**config.mk**
```make
export PLATFORM = sky130hd
export DESIGN_NAME = radio_top
export DESIGN_NICKNAME = d
export VERILOG_FILES = /design/src/radio_pkg.sv /design/src/radio_top.sv /design/src/timekeeper.sv /design/src/radio_settings.sv /design/src/radio_ctrl_proc.sv /design/src/chdr_demux.sv /design/src/axis_pipe_reg.sv
export VERILOG_INCLUDE_DIRS = /design/src /design/src/src
export SDC_FILE = /design/constraint.sdc
export NUM_CORES = 1
export LEC_CHECK = 0
export BUFFER_PORTS_ARGS = -buffer_cell sky130_fd_sc_hd__buf_2
export CORE_MARGIN = 3
export CORE_UTILIZATION = 59
export DETAILED_ROUTE_END_ITERATION = 8
export PLACE_DENSITY = 0.83
export SLEW_MARGIN = 20
export SYNTH_ARGS = -nofsm -noshare
export SYNTH_HDL_FRONTEND = slang
export SYNTH_SLANG_ARGS = --single-unit
export TNS_END_PERCENT = 1
```
**constraint.sdc**
```tcl
create_clock -name radio_clk -period 9.81 [get_ports radio_clk]
set_input_delay 1.962 -clock radio_clk [delete_from_list [all_inputs] [get_ports radio_clk]]
set_output_delay 1.962 -clock radio_clk [all_outputs]
set_load 0.01 [all_outputs]
```
**src/radio_macros.svh**
```systemverilog
// Setting addresses, readback selects and CHDR header fields, included by the radio RTL
`ifndef RADIO_MACROS_SVH
`define RADIO_MACROS_SVH

////////////////////////////////////////
// Setting bus addresses
////////////////////////////////////////
`define SR_DACSYNC     8'd5
`define SR_LOOPBACK    8'd6
`define SR_TEST        8'd7
`define SR_MISC_OUTS   8'd24
`define SR_READBACK    8'd32
`define SR_TIME_HI     8'd128
`define SR_TIME_LO     8'd129
`define SR_CODEC_IDLE  8'd250

// CHDR header fields
`define CHDR_TYPE_MSB  63
`define CHDR_SEQ_BITS  12
`define CHDR_ERR_BIT   12

// Readback mux selects
`define RB_NONE        3'd0
`define RB_TIME        3'd1
`define RB_TIME_PPS    3'd2
`define RB_RX_TEST     3'd3
`define RB_TX_RX       3'd5
`define RB_RADIO_NUM   3'd6

`endif
```
**src/radio_pkg.sv**
```systemverilog
// Shared types for the radio core, imported by each module that uses them
package radio_pkg;

   // Header bits 63:62
   typedef enum logic [1:0] {
      CHDR_DATA      = 2'd0,
      CHDR_FLOW_CTRL = 2'd1,
      CHDR_COMMAND   = 2'd2,
      CHDR_RESPONSE  = 2'd3
   } chdr_type_e;

   // One stream beat, last flag on top
   typedef struct packed {
      logic        last;
      logic [63:0] data;
   } chdr_beat_t;

   typedef logic [7:0]  set_addr_t;
   typedef logic [31:0] set_data_t;

   // I in the high half, Q in the low half
   typedef logic [31:0] sample_t;

   typedef logic [63:0] vita_time_t;
   typedef logic [2:0]  rb_sel_t;

endpackage

```
**src/radio_top.sv**
```systemverilog
// Radio control core top, one CHDR stream in and one response stream out on radio_clk
`timescale 1ns/100ps

module radio_top
   import radio_pkg::*;
#(
   parameter logic [31:0] RADIO_NUM = 32'd0
) (
   input  logic        radio_clk,
   input  logic        i_rst_n,

   input  logic [63:0] i_in_tdata,
   input  logic        i_in_tlast,
   input  logic        i_in_tvalid,
   output logic        o_in_tready,

   output logic [63:0] o_out_tdata,
   output logic        o_out_tlast,
   output logic        o_out_tvalid,
   input  logic        i_out_tready,

   input  sample_t     i_rx,
   output sample_t     o_tx,
   input  logic        i_pps,
   output logic        o_sync_dacs,
   output logic [7:0]  o_misc_outs
);

   logic [63:0] cmd_tdata;
   logic        cmd_tlast, cmd_tvalid, cmd_tready;
   chdr_beat_t  cmd_beat, ctrl_beat;
   logic        ctrl_valid, ctrl_ready;

   sample_t     smp_data, tx_smp_data;
   logic        smp_valid, smp_ready, tx_smp_valid, tx_smp_ready;

   logic [63:0] resp_tdata;
   logic        resp_tlast, resp_tvalid, resp_tready;
   chdr_beat_t  resp_beat, out_beat;

   logic        set_stb;
   set_addr_t   set_addr;
   set_data_t   set_data;
   logic [63:0] readback;
   vita_time_t  vita_time, vita_time_pps;

   ////////////////////////////////////////
   // Input split and command path
   ////////////////////////////////////////
   chdr_demux u_demux (
      .radio_clk(radio_clk), .i_rst_n(i_rst_n),
      .i_in_tdata(i_in_tdata), .i_in_tlast(i_in_tlast),
      .i_in_tvalid(i_in_tvalid), .o_in_tready(o_in_tready),
      .o_cmd_tdata(cmd_tdata), .o_cmd_tlast(cmd_tlast),
      .o_cmd_tvalid(cmd_tvalid), .i_cmd_tready(cmd_tready),
      .o_smp_data(smp_data), .o_smp_valid(smp_valid), .i_smp_ready(smp_ready));

   assign cmd_beat = {cmd_tlast, cmd_tdata};

   axis_pipe_reg #(.payload_t(chdr_beat_t)) ctrl_pipe (
      .radio_clk(radio_clk), .i_rst_n(i_rst_n),
      .i_data(cmd_beat), .i_valid(cmd_tvalid), .o_ready(cmd_tready),
      .o_data(ctrl_beat), .o_valid(ctrl_valid), .i_ready(ctrl_ready));

   radio_ctrl_proc u_ctrl_proc (
      .radio_clk(radio_clk), .i_rst_n(i_rst_n),
      .i_cmd_tdata(ctrl_beat.data), .i_cmd_tlast(ctrl_beat.last),
      .i_cmd_tvalid(ctrl_valid), .o_cmd_tready(ctrl_ready),
      .o_set_stb(set_stb), .o_set_addr(set_addr), .o_set_data(set_data),
      .i_readback(readback),
      .o_resp_tdata(resp_tdata), .o_resp_tlast(resp_tlast),
      .o_resp_tvalid(resp_tvalid), .i_resp_tready(resp_tready));

   assign resp_beat = {resp_tlast, resp_tdata};

   axis_pipe_reg #(.payload_t(chdr_beat_t)) resp_pipe (
      .radio_clk(radio_clk), .i_rst_n(i_rst_n),
      .i_data(resp_beat), .i_valid(resp_tvalid), .o_ready(resp_tready),
      .o_data(out_beat), .o_valid(o_out_tvalid), .i_ready(i_out_tready));

   assign o_out_tdata = out_beat.data;
   assign o_out_tlast = out_beat.last;

   ////////////////////////////////////////
   // TX samples, settings and time
   ////////////////////////////////////////
   axis_pipe_reg #(.payload_t(sample_t)) tx_pipe (
      .radio_clk(radio_clk), .i_rst_n(i_rst_n),
      .i_data(smp_data), .i_valid(smp_valid), .o_ready(smp_ready),
      .o_data(tx_smp_data), .o_valid(tx_smp_valid), .i_ready(tx_smp_ready));

   radio_settings #(.RADIO_NUM(RADIO_NUM)) u_settings (
      .radio_clk(radio_clk), .i_rst_n(i_rst_n),
      .i_set_stb(set_stb), .i_set_addr(set_addr), .i_set_data(set_data),
      .i_time(vita_time), .i_time_pps(vita_time_pps), .i_rx(i_rx),
      .i_smp_data(tx_smp_data), .i_smp_valid(tx_smp_valid), .o_smp_ready(tx_smp_ready),
      .o_tx(o_tx), .o_readback(readback),
      .o_sync_dacs(o_sync_dacs), .o_misc_outs(o_misc_outs));

   timekeeper u_timekeeper (
      .radio_clk(radio_clk), .i_rst_n(i_rst_n),
      .i_set_stb(set_stb), .i_set_addr(set_addr), .i_set_data(set_data),
      .i_pps(i_pps), .o_time(vita_time), .o_time_pps(vita_time_pps));

endmodule

```
**src/timekeeper.sv**
```systemverilog
// VITA time counter, loadable over the setting bus, with a time latch on each PPS edge
`timescale 1ns/100ps
`include "radio_macros.svh"

module timekeeper
   import radio_pkg::*;
(
   input  logic       radio_clk,
   input  logic       i_rst_n,
   input  logic       i_set_stb,
   input  set_addr_t  i_set_addr,
   input  set_data_t  i_set_data,
   input  logic       i_pps,
   output vita_time_t o_time,
   output vita_time_t o_time_pps
);

   vita_time_t time_q;
   vita_time_t time_pps_q;
   set_data_t  time_hi_q;
   logic [1:0] pps_sync_q;
   logic       pps_del_q;
   logic       pps_edge;

   assign pps_edge = pps_sync_q[1] && !pps_del_q;

   always_ff @(posedge radio_clk) begin
      if (!i_rst_n) begin
         time_q     <= '0;
         time_pps_q <= '0;
         time_hi_q  <= '0;
         pps_sync_q <= 2'b00;
         pps_del_q  <= 1'b0;
      end else begin
         pps_sync_q <= {pps_sync_q[0], i_pps};
         pps_del_q  <= pps_sync_q[1];
         if (i_set_stb && (i_set_addr == `SR_TIME_HI)) begin
            time_hi_q <= i_set_data;
         end
         // Low half write commits the whole time
         if (i_set_stb && (i_set_addr == `SR_TIME_LO)) begin
            time_q <= {time_hi_q, i_set_data};
         end else begin
            time_q <= time_q + 64'd1;
         end
         if (pps_edge) begin
            time_pps_q <= time_q;
         end
      end
   end

   assign o_time     = time_q;
   assign o_time_pps = time_pps_q;

endmodule

```
**src/radio_settings.sv**
```systemverilog
// Setting registers, readback mux and DAC word drive for the radio core
`timescale 1ns/100ps
`include "radio_macros.svh"

module radio_settings
   import radio_pkg::*;
#(
   parameter logic [31:0] RADIO_NUM = 32'd0
) (
   input  logic        radio_clk,
   input  logic        i_rst_n,

   input  logic        i_set_stb,
   input  set_addr_t   i_set_addr,
   input  set_data_t   i_set_data,

   input  vita_time_t  i_time,
   input  vita_time_t  i_time_pps,
   input  sample_t     i_rx,

   input  sample_t     i_smp_data,
   input  logic        i_smp_valid,
   output logic        o_smp_ready,

   output sample_t     o_tx,
   output logic [63:0] o_readback,
   output logic        o_sync_dacs,
   output logic [7:0]  o_misc_outs
);

   logic       sync_q;
   logic       loopback_q;
   set_data_t  test_q;
   logic [7:0] misc_q;
   rb_sel_t    rb_sel_q;
   sample_t    idle_q;
   sample_t    tx_q;
   sample_t    rx_fe;

   ////////////////////////////////////////
   // Setting bus decode
   ////////////////////////////////////////
   always_ff @(posedge radio_clk) begin
      if (!i_rst_n) begin
         sync_q     <= 1'b0;
         loopback_q <= 1'b0;
         test_q     <= '0;
         misc_q     <= 8'd0;
         rb_sel_q   <= '0;
         idle_q     <= '0;
      end else begin
         // Any write to the sync address fires one pulse
         sync_q <= i_set_stb && (i_set_addr == `SR_DACSYNC);
         if (i_set_stb) begin
            case (i_set_addr)
               `SR_LOOPBACK:   loopback_q <= i_set_data[0];
               `SR_TEST:       test_q     <= i_set_data;
               `SR_MISC_OUTS:  misc_q     <= i_set_data[7:0];
               `SR_READBACK:   rb_sel_q   <= i_set_data[2:0];
               `SR_CODEC_IDLE: idle_q     <= i_set_data;
               default: ;
            endcase
         end
      end
   end

   // TX word, idle when nothing arrives
   always_ff @(posedge radio_clk) begin
      if (!i_rst_n) begin
         tx_q <= '0;
      end else begin
         tx_q <= i_smp_valid ? i_smp_data : idle_q;
      end
   end

   assign o_smp_ready = 1'b1;
   assign rx_fe       = loopback_q ? tx_q : i_rx;

   always_comb begin
      case (rb_sel_q)
         `RB_NONE:      o_readback = 64'd0;
         `RB_TIME:      o_readback = i_time;
         `RB_TIME_PPS:  o_readback = i_time_pps;
         `RB_RX_TEST:   o_readback = {rx_fe, test_q};
         `RB_TX_RX:     o_readback = {tx_q, i_rx};
         `RB_RADIO_NUM: o_readback = {32'd0, RADIO_NUM};
         default:       o_readback = 64'd0;
      endcase
   end

   assign o_tx        = tx_q;
   assign o_sync_dacs = sync_q;
   assign o_misc_outs = misc_q;

endmodule

```
**src/radio_ctrl_proc.sv**
```systemverilog
// Command processor turning two-beat command packets into setting writes and responses
`timescale 1ns/100ps
`include "radio_macros.svh"

module radio_ctrl_proc
   import radio_pkg::*;
(
   input  logic        radio_clk,
   input  logic        i_rst_n,

   input  logic [63:0] i_cmd_tdata,
   input  logic        i_cmd_tlast,
   input  logic        i_cmd_tvalid,
   output logic        o_cmd_tready,

   output logic        o_set_stb,
   output set_addr_t   o_set_addr,
   output set_data_t   o_set_data,
   input  logic [63:0] i_readback,

   output logic [63:0] o_resp_tdata,
   output logic        o_resp_tlast,
   output logic        o_resp_tvalid,
   input  logic        i_resp_tready
);

   typedef enum logic [2:0] {
      S_HDR, S_PAYLOAD, S_DRAIN, S_STROBE, S_RESP_HDR, S_RESP_PAY
   } state_e;

   state_e                    state_q;
   logic [1:0]                beat_cnt_q;
   logic                      err_q;
   logic [`CHDR_SEQ_BITS-1:0] seq_q;
   set_addr_t                 addr_q;
   set_data_t                 data_q;
   logic [63:0]               rb_q;
   logic [63:0]               resp_hdr;
   logic                      cmd_fire;

   assign o_cmd_tready = (state_q == S_HDR) || (state_q == S_PAYLOAD) || (state_q == S_DRAIN);
   assign cmd_fire     = i_cmd_tvalid && o_cmd_tready;

   always_ff @(posedge radio_clk) begin
      if (!i_rst_n) begin
         state_q    <= S_HDR;
         beat_cnt_q <= 2'd0;
         err_q      <= 1'b0;
      end else begin
         case (state_q)
            S_HDR, S_PAYLOAD, S_DRAIN: begin
               if (cmd_fire) begin
                  if (beat_cnt_q != 2'd3) begin
                     beat_cnt_q <= beat_cnt_q + 2'd1;
                  end
                  if (i_cmd_tlast) begin
                     // Only a second beat may close a good command
                     err_q      <= (beat_cnt_q != 2'd1);
                     beat_cnt_q <= 2'd0;
                     state_q    <= S_STROBE;
                  end else if (state_q == S_HDR) begin
                     state_q <= S_PAYLOAD;
                  end else begin
                     state_q <= S_DRAIN;
                  end
               end
            end
            S_STROBE:   state_q <= S_RESP_HDR;
            S_RESP_HDR: if (i_resp_tready) state_q <= S_RESP_PAY;
            S_RESP_PAY: if (i_resp_tready) state_q <= S_HDR;
            default:    state_q <= S_HDR;
         endcase
      end
   end

   ////////////////////////////////////////
   // Command fields and readback capture
   ////////////////////////////////////////
   always_ff @(posedge radio_clk) begin
      if (cmd_fire && (state_q == S_HDR)) begin
         seq_q <= i_cmd_tdata[`CHDR_SEQ_BITS-1:0];
      end
      if (cmd_fire && (state_q == S_PAYLOAD)) begin
         addr_q <= i_cmd_tdata[39:32];
         data_q <= i_cmd_tdata[31:0];
      end
      // Write has landed by now, last sample before header accept wins
      if (state_q == S_RESP_HDR) begin
         rb_q <= err_q ? 64'd0 : i_readback;
      end
   end

   assign o_set_stb  = (state_q == S_STROBE) && !err_q;
   assign o_set_addr = addr_q;
   assign o_set_data = data_q;

   always_comb begin
      resp_hdr                             = 64'd0;
      resp_hdr[`CHDR_TYPE_MSB -: 2]        = CHDR_RESPONSE;
      resp_hdr[`CHDR_ERR_BIT]              = err_q;
      resp_hdr[`CHDR_SEQ_BITS-1:0]         = seq_q;
   end

   assign o_resp_tdata  = (state_q == S_RESP_PAY) ? rb_q : resp_hdr;
   assign o_resp_tlast  = (state_q == S_RESP_PAY);
   assign o_resp_tvalid = (state_q == S_RESP_HDR) || (state_q == S_RESP_PAY);

   a_stb_single: assert property (@(posedge radio_clk) disable iff (!i_rst_n)
      o_set_stb |=> !o_set_stb);

endmodule

```
**src/chdr_demux.sv**
```systemverilog
// Splits the incoming CHDR stream into command packets and TX samples, draining the rest
`timescale 1ns/100ps
`include "radio_macros.svh"

module chdr_demux
   import radio_pkg::*;
(
   input  logic        radio_clk,
   input  logic        i_rst_n,

   input  logic [63:0] i_in_tdata,
   input  logic        i_in_tlast,
   input  logic        i_in_tvalid,
   output logic        o_in_tready,

   output logic [63:0] o_cmd_tdata,
   output logic        o_cmd_tlast,
   output logic        o_cmd_tvalid,
   input  logic        i_cmd_tready,

   output sample_t     o_smp_data,
   output logic        o_smp_valid,
   input  logic        i_smp_ready
);

   typedef enum logic [1:0] {ROUTE_DROP, ROUTE_CMD, ROUTE_SMP} route_e;

   route_e route_q;
   route_e hdr_route;
   route_e cur_route;
   logic   in_pkt_q;
   logic   in_fire;

   // Header beat decides the route
   always_comb begin
      case (chdr_type_e'(i_in_tdata[`CHDR_TYPE_MSB -: 2]))
         CHDR_COMMAND: hdr_route = ROUTE_CMD;
         CHDR_DATA:    hdr_route = ROUTE_SMP;
         default:      hdr_route = ROUTE_DROP;
      endcase
   end

   assign cur_route = in_pkt_q ? route_q : hdr_route;

   ////////////////////////////////////////
   // Output selection
   ////////////////////////////////////////
   assign o_cmd_tdata  = i_in_tdata;
   assign o_cmd_tlast  = i_in_tlast;
   assign o_cmd_tvalid = i_in_tvalid && (cur_route == ROUTE_CMD);

   // Data header is swallowed, payload beats become samples
   assign o_smp_data  = i_in_tdata[31:0];
   assign o_smp_valid = i_in_tvalid && in_pkt_q && (cur_route == ROUTE_SMP);

   always_comb begin
      case (cur_route)
         ROUTE_CMD: o_in_tready = i_cmd_tready;
         ROUTE_SMP: o_in_tready = in_pkt_q ? i_smp_ready : 1'b1;
         default:   o_in_tready = 1'b1;
      endcase
   end

   assign in_fire = i_in_tvalid && o_in_tready;

   always_ff @(posedge radio_clk) begin
      if (!i_rst_n) begin
         in_pkt_q <= 1'b0;
         route_q  <= ROUTE_DROP;
      end else if (in_fire) begin
         in_pkt_q <= !i_in_tlast;
         if (!in_pkt_q) begin
            route_q <= hdr_route;
         end
      end
   end

   // Packet stays open on its route until the last beat moves
   a_route_held: assert property (@(posedge radio_clk) disable iff (!i_rst_n)
      in_pkt_q && !(in_fire && i_in_tlast) |=> in_pkt_q && $stable(route_q));

endmodule

```
**src/axis_pipe_reg.sv**
```systemverilog
// One-deep skid pipeline stage with registered ready, used on every stream link of the core
`timescale 1ns/100ps

module axis_pipe_reg #(
   parameter type payload_t = logic
) (
   input  logic     radio_clk,
   input  logic     i_rst_n,
   input  payload_t i_data,
   input  logic     i_valid,
   output logic     o_ready,
   output payload_t o_data,
   output logic     o_valid,
   input  logic     i_ready
);

   payload_t data_q;
   payload_t skid_q;
   logic     valid_q;
   logic     skid_valid_q;
   logic     in_fire;
   logic     load_main;

   assign in_fire   = i_valid && o_ready;
   // Main register may take a new beat when empty or draining
   assign load_main = !valid_q || i_ready;

   always_ff @(posedge radio_clk) begin
      if (!i_rst_n) begin
         valid_q      <= 1'b0;
         skid_valid_q <= 1'b0;
      end else if (load_main) begin
         valid_q      <= skid_valid_q || in_fire;
         skid_valid_q <= 1'b0;
      end else if (in_fire) begin
         skid_valid_q <= 1'b1;
      end
   end

   always_ff @(posedge radio_clk) begin
      if (load_main) begin
         data_q <= skid_valid_q ? skid_q : i_data;
      end else if (in_fire) begin
         skid_q <= i_data;
      end
   end

   assign o_ready = !skid_valid_q;
   assign o_valid = valid_q;
   assign o_data  = data_q;

   // Stalled output beat holds
   a_hold_stable: assert property (@(posedge radio_clk) disable iff (!i_rst_n)
      o_valid && !i_ready |=> o_valid && $stable(o_data));

endmodule

```
==> summary by stage, run 1 <==
Routing
The DRC violations left is 0. The number of optimization iterations in the first detailed-route pass is 8. The DRC marker count from the first detailed-route iteration is 2423. The via count is 18000. The detail route stage leaves a number of antenna-violating nets equal to 0. Wires add up to 65900 um. In the final routed layout, each cell accounts on average for 22.8 um.

The mean number of vias per cell is 6.24.

Synthesis
The number of flip-flops and latches in the synthesized netlist is 646. By area the synthesized netlist is led by sky130_fd_sc_hd__edfxtp_1 (39%), sky130_fd_sc_hd__dfxtp_1 (25%), sky130_fd_sc_hd__nand2_1 (5.9%). The async set or reset register ratio after synthesis is 0%. The per-instance average area after synthesis is 11.5 um^2. The most used standard cell by instance count after synthesis is sky130_fd_sc_hd__nand2_1. For this run, the number of Yosys warnings is 0. The count of different cell masters after synthesis is 56. In the synthesized netlist, the cells that appear most often are sky130_fd_sc_hd__nand2_1 (393), sky130_fd_sc_hd__edfxtp_1 (328), sky130_fd_sc_hd__dfxtp_1 (318), sky130_fd_sc_hd__a21oi_1 (271), sky130_fd_sc_hd__clkbuf_1 (125). After synthesis, flip-flops and latches occupy 64.6% of the total area.

The number of nets handed over by synthesis was 2294. Counting flops with a built-in enable in the synthesized netlist gives 328. The cell area that synthesis handed to floorplanning was 25100 um^2. The biggest area contributor in the post-synthesis netlist is sky130_fd_sc_hd__edfxtp_1.

The leading register cell type out of synthesis is sky130_fd_sc_hd__edfxtp_1. The fraction of post-synthesis cell area in the top cell type by area is 39.2%. Synthesis handed over a netlist of 2189 instances.

Layout
The sequential cells in the finished layout cover a total of 16200 um^2. After routing the design area is 28400 um^2. The filler cells instantiated in the layout total 3012. The count of nets after finishing is 2414. The share of cells above drive strength 1 is 19.5%. Relative to the synthesized area, the layout overhead comes to 13.2%. The area used by multi-input combinational logic is 8320 um^2. Measured on the finished design, the core utilization comes to 68.7%. Leaving out filler cells and counting taps, the final layout contains 2891.

Clock network
The clock transition at the registers of the reported paths is 0.06 ns. The number of H-tree levels is 2. Hold repair after CTS inserted 0 buffers. In this run the deepest clock path goes through 3 buffers. For the worst-skew pair, the clock arrives at the later sink with an insertion delay of 0.62 ns. The CTS tree is done. The master cell of the clock root buffer is sky130_fd_sc_hd__clkbuf_16.

Once the clock tree was built, the resizer swapped 0 gates to a different size. The clock buffer count from CTS is 61. The number of setup buffers added after CTS is 0. The tree built by TritonCTS fans out to 646 sinks.

STA
At the pin with the least slew margin, the transition time is 1.12 ns. The number of hold violations in the final report is 0. The final worst clock skew is 0.0196 ns. The post-route setup TNS is 0 ns.

The max-slew violation total from the final report is 0. The relative max-transition margin is 25.1%. Setup repair after global routing left no endpoint under its margin. The total of endpoints with negative setup slack in the final report is 0. The highest achievable clock rate is 207 MHz. The final clock period utilization by the worst path is 49.3%.

The minimum clock period after layout is 4.83 ns.

Worst setup path
At the worst endpoint, the arrival time is 2.87 ns. The critical path goes through buf_2 -> nand2b_1 -> o21ai_0 -> nand2_1 -> buf_2. The worst setup path is launched from an input port. The worst reg-to-reg setup slack is 6.58 ns. The number of buffers and inverters on the critical path is 2. Broken down by cell family, the worst path's largest delay share belongs to simple AND/OR/NAND/NOR gates. The worst setup path is captured at a primary output.

In this design, the stage delay of the slowest critical-path cell is 0.29 ns. The kind of critical path is in -> out. The peak fanout along the critical path is 4. The most numerous cell type found on the critical path is sky130_fd_sc_hd__buf_2. For the worst setup path, the data required time is 7.85 ns. The critical-path cell with the highest stage delay is sky130_fd_sc_hd__o21ai_0.

Global route
The first global-routing pass estimated 100000 um of wire. Entering global routing, the biggest net connects 120 pins. The total routing resource utilization after global routing is 29.0%. Summed over all layers, the global routing overflow is 0. The via count of the first global-routing pass is 17100. The initial antenna violation count is 6.

Place
The weighted congestion reported at the end of routability-driven placement is 0.906. In this run the tool buffered the top-level ports with 187 buffer cells. The number of cells after detailed placement is 2778.

Detailed placement finished with a half-perimeter wire length of 42500 um. The instance area after placement is 26400 um^2.

Die
The initial utilization of the core area, before any placement, comes to 60.6%. The total area inside the core boundary comes to 41400 um^2. The floorplan step set the die height to 212 um. The site row count is 74.

The die covers 45100 um^2. The floorplan step set the die width to 212 um. For this design the top-level I/O count stands at 210.

Run status
The flow ran to the end, and the final reports show no timing, DRC or antenna violations.

Power
The static leakage is 10.1 nW. In this run the power density over the cells is 187 nW/um^2. The maximum vdd ir drop is 0.167 mV.

Run
The tool flagged a number of max-cap violations equal to 0.

Min path
The path type of the worst min-delay path is reg -> reg.
sequential cells by signal, summed over array words and instances (netlist names), 12 cells and up:
signal,count
resp_pipe.o_data,65
resp_pipe.skid_q,65
u_ctrl_proc.rb_q,64
u_timekeeper.o_time,64
u_timekeeper.o_time_pps,64
ctrl_pipe.o_data,41
ctrl_pipe.skid_q,41
tx_pipe.o_data,32
u_ctrl_proc.o_set_data,32
u_settings.idle_q,32
u_settings.o_tx,32
u_settings.test_q,32
u_timekeeper.time_hi_q,32
u_ctrl_proc.seq_q,12
final cells by class:
class / count / area share (%)
diodes: 1 / 0.00881
clock buffers: 87 / 6.15
flip-flops and latches: 646 / 57.1
repair buffers: 211 / 3.93
inverters: 18 / 0.255
well taps: 532 / 2.34
multi-input cells: 1371 / 29.3
clock inverters: 25 / 0.934
placed cells by master, fill, tap and decap left out, types with 26 or more instances in the layout:
master                      count
sky130_fd_sc_hd__a21oi_1      271
sky130_fd_sc_hd__a222oi_1      31
sky130_fd_sc_hd__a22oi_1       64
sky130_fd_sc_hd__and3_1        55
sky130_fd_sc_hd__buf_2        187
sky130_fd_sc_hd__clkbuf_16     63
sky130_fd_sc_hd__dfxtp_1      315
sky130_fd_sc_hd__edfxtp_1     328
sky130_fd_sc_hd__mux2_2       120
sky130_fd_sc_hd__mux2i_1       47
sky130_fd_sc_hd__nand2_1      393
sky130_fd_sc_hd__nor2_1       103
sky130_fd_sc_hd__nor3_1        26
sky130_fd_sc_hd__o21ai_0       41
sky130_fd_sc_hd__xnor2_1       36
worst register-to-register path, stage by stage, from the launching register on:
cell,delay (ns)
sky130_fd_sc_hd__dfxtp_1,0.44
sky130_fd_sc_hd__ha_1,0.22
sky130_fd_sc_hd__nand3_1,0.33
sky130_fd_sc_hd__nor2_1,0.42
sky130_fd_sc_hd__nand4_1,0.67
sky130_fd_sc_hd__nor4_2,0.69
sky130_fd_sc_hd__xnor2_1,0.13
sky130_fd_sc_hd__a211oi_1,0.24
cells by family (layout without fill, tap and decap cells):
kind of cell             Yosys count  in the layout  synth area share, %
XOR/XNOR                          58             58                 2.02
other                              0              1                    0
adder cells (fa/ha/maj)            3              3                0.150
AND/OR/NAND/NOR                  696            696                 12.7
flip-flops                       646            646                 64.6
buffers and inverters            172            341                 2.70
AO/OA/AOI/OAI                    447            447                 10.6
multiplexers                     167            167                 7.26
worst paths after layout:
path / endpoint / cells past startpoint / startpoint
worst min register to register: u_ctrl_proc.o_set_data[13] / 0 / ctrl_pipe.o_data[13]
worst max register to register: u_timekeeper.o_time[52] / 7 / u_timekeeper.o_time[0]
worst min-delay path: u_ctrl_proc.o_set_data[13] / 0 / ctrl_pipe.o_data[13]
worst max-delay path: o_in_tready / 5 / i_in_tdata[62]
metal layers:
metal,GRT usage (%),vias up,routed length [um]
met1,41.7,8765,27000
met4,10.1,4,2090
met2,44.0,994,29600
met3,6.42,156,7170
li1,-,8113,-
met5,0,-,26
where the power goes:
group / leakage, nW / switching (mW) / internal (mW)
logic: 3.09 / 0.0623 / 0.0296
clock network: 0.981 / 0.980 / 1.39
registers: 6.00 / 0.0136 / 2.84
metrics by stage:
step / hold slack [ns] / total power, mW / worst slack, ns
global placement: 0.401 / 3.00 / 5.06
floorplan: 0.400 / 2.95 / 1.15
finish: 0.413 / 5.32 / 4.98
CTS: 0.416 / 5.34 / 4.98
global route: 0.423 / 5.46 / 4.90
detailed placement: 0.405 / 3.00 / 5.00
Note: power is estimated with default switching activity, not from simulation.
==> run 2, diff against run 1 <==
- CORE_UTILIZATION: 59 -> 54
- PLACE_DENSITY: 0.83 -> 0.8
- clock period: 9.81 -> 4.4 ns (I/O delays scaled with it)
==> summary by stage, run 2 (same netlist as run 1, synthesis figures left out) <==
Run status
The flow ran to the end, and the final reports show no timing, DRC or antenna violations.

Clock network
The master cell of the clock root buffer is sky130_fd_sc_hd__clkbuf_16. The clock passes through at most 3 buffers. The post-cts sizing count is 0. After clock tree synthesis, the clock-pin slew on the worst setup and hold paths is 0.06 ns. The later pin in the worst-skew pair is clocked with a latency of 0.61 ns. The CTS tree is done. CTS built an H-tree with a depth of 2. The quantity of hold-fixing buffers added after cts is 0. The clock buffer count from CTS is 61. Buffers added to address setup during post-CTS repair amount to 0.

The tree built by TritonCTS fans out to 646 sinks.

Global route
The first global-routing pass estimated 97700 um of wire. The initial antenna violation count was 5. Entering global routing, the biggest net connects 121 pins. Global routing finished with a remaining overflow of 0. Across every metal layer, demand over resource in global routing totals 25.0%. The via count of the first global-routing pass is 16900.

Layout
The layout filler cell count is 3535. The area used by multi-input combinational logic is 8320 um^2. Summing all non-filler instances in the final layout gives an area of 28600 um^2. Measured on the finished design, the core utilization comes to 62.5%. The total area of sequential cells is 16200 um^2. The area growth from synthesis to final layout is 13.8%. The library cells used most frequently in the layout, excluding fill and tap cells, are sky130_fd_sc_hd__nand2_1 (392), sky130_fd_sc_hd__edfxtp_1 (328), sky130_fd_sc_hd__dfxtp_1 (315). In the final layout, the share of cells above drive strength 1 is 19.8%.

The leading cell type in the layout, fill and taps excluded is sky130_fd_sc_hd__nand2_1. The repair_antennas step left the layout with diodes totalling 0. The count of nets after finishing is 2421.

Worst setup path
Walking the worst path, the cells encountered are ha_1 -> nand3_1 -> nor2_1 -> nand4_1 -> nor4_2 -> xnor2_1 -> a211oi_1. The worst reg-to-reg setup slack is 1.33 ns. The category of the worst setup path launch point is a flop. The slowest stage of the critical path is the sky130_fd_sc_hd__nor4_2 cell. Data arrives at the worst endpoint at 3.59 ns. The kind of cell with the highest combined delay along the critical path is simple AND/OR/NAND/NOR gates. The worst register-to-register path ends at u_timekeeper.o_time[52]. The startpoint of the worst register-to-register path is u_timekeeper.o_time[0].

The kind of critical path is reg -> reg. The combined buffer and inverter count along the critical path is 0. The number of cells on the worst reg-to-reg path is 7. On the worst path, the slowest cell contributes a delay of 0.66 ns. In this run the number of cells on the critical path is 7. The peak fanout along the critical path is 11.

The worst endpoint required time is 4.92 ns. The worst setup path is captured at a flop.

Power
Combinational logic burns 1.8% of the power. Across the VDD grid, the largest voltage drop is 0.290 mV. Net switching is 20.0% of the power.

The clock share of power is 44.2%. The internal portion of the total power is 9.42 mW. The static leakage is 10.1 nW. The analysis attributes to net switching a power of 2.36 mW. Per report_power, the sequential group accounts for 54.1% of the total. Dividing total power by cell area gives a power density of 412 nW/um^2.

Routing
The first detailed-routing pass took 9 iterations. For this run, design rule violations remaining after detail routing come to 0. The total wire length after detailed routing is 63200 um.

The DRC marker count from the first detailed-route iteration is 2405. Dividing the detail-routed via count by the number of cells gives 5.93. In this run the remaining antenna-violating nets after routing total 0. After detailed routing, the average wire length per cell comes to 21.3 um.

The routed layout has 17600 vias.

STA
The post-route setup TNS is 0 ns. The worst path in the final design needs a cycle of 3.07 ns, including I/O delays and setup. For this run, the top clock speed supported by timing is 326 MHz. The worst-case setup margin in the final layout is 1.33 ns. The number of hold violations in the final report was 0. On the final layout, the worst clock skew is 0.0151 ns.

The relative max-transition margin is 26.5%. Of the available clock period, the critical path in the final layout requires 69.7%. Setup repair after global routing left no endpoint under its margin. At the pin with the least slew margin, the transition time is 1.10 ns.

The max-slew violation total from the final report is 0. The total of endpoints with negative setup slack in the final report is 0.

Die
In this run the core area contains 78 standard-cell rows. The chip height is 222 um. The total I/O pin count is 210. The width of the die is 222 um. The core region is 45700 um^2.

The effective utilization at floorplan is 55.0%. The die area is 49100 um^2.

Min path
The beginning of the worst hold path is i_in_tdata[7]. Counting instances, the worst hold path has a depth of 1. The worst hold path terminates at tx_pipe.o_data[7].

The path type of the worst min-delay path is in -> reg.

Run
The tool flagged a number of max-cap violations equal to 0.

Place
Detailed placement ended at an HPWL of 42400 um. Buffers placed on the I/O ports in this run total 187. The pre-CTS setup slack is 1.51 ns.

The weighted congestion reported at the end of routability-driven placement is 0.918. The instance area after placement is 26600 um^2.
==> run 2: cell types whose count changed in the layout (fill, tap and decap cells not counted), sizes merged <==
cell / previous run / this run
bufinv: 6 / 5
buf: 211 / 218
diode: 1 / 0
clkinv: 17 / 15
clkbuf: 87 / 90
inv: 18 / 19
==> run 2: cell type report <==
type                            instances  share of cell area [%]
Multi-Input combinational cell       1371                    29.1
Inverter                               18                   0.254
Tap cell                              600                    2.63
Sequential cell                       646                    56.8
Timing Repair Buffer                  218                    4.27
Clock buffer                           90                    6.08
Clock inverter                         23                   0.854
==> run 2: routing by layer <==
metal / vias up / track usage, % / wire length [um]
met1: 8446 / 34.8 / 26000
met3: 160 / 5.30 / 6030
met5: - / 0 / 37
met2: 846 / 39.3 / 28800
met4: 8 / 8.77 / 2280
li1: 8128 / - / -
==> run 2: how the worst max path moves through the flow <==
| stage | start | endpoint | slack, ns |
|---|---|---|---|
| final | u_timekeeper.o_time[0] | u_timekeeper.o_time[52] | 1.33 |
| after global routing | u_timekeeper.o_time[0] | u_timekeeper.o_time[52] | 1.20 |
| after CTS | u_timekeeper.o_time[0] | u_timekeeper.o_time[52] | 1.47 |
| after detailed placement | u_timekeeper.o_time[0] | u_timekeeper.o_time[56] | 1.51 |
| after global placement | u_timekeeper.o_time[0] | u_timekeeper.o_time[56] | 1.53 |
| after floorplan | i_in_tdata[62] | ctrl_pipe.skid_q[0] | -0.27 |
==> run 2: through the flow <==
step / cells / power [mW] / hold WS [ns]
finish: 2966 / 11.8 / 0.391
global route: 2966 / 12.1 / 0.375
floorplan: 2189 / 6.59 / 0.400
detailed placement: 2852 / 6.70 / 0.405
CTS: 2965 / 11.8 / 0.366
global placement: 2852 / 6.69 / 0.402
==> run 2: power by group through the flow <==
stage          Combinational [mW]  Clock, mW  Sequential (mW)
3_5_place_dp                0.202          0             6.50
4_1_cts                     0.203       5.27             6.37
3_3_place_gp                0.196          0             6.49
5_1_grt                     0.224       5.52             6.37
2_1_floorplan               0.103          0             6.49
6_report                    0.209       5.20             6.37
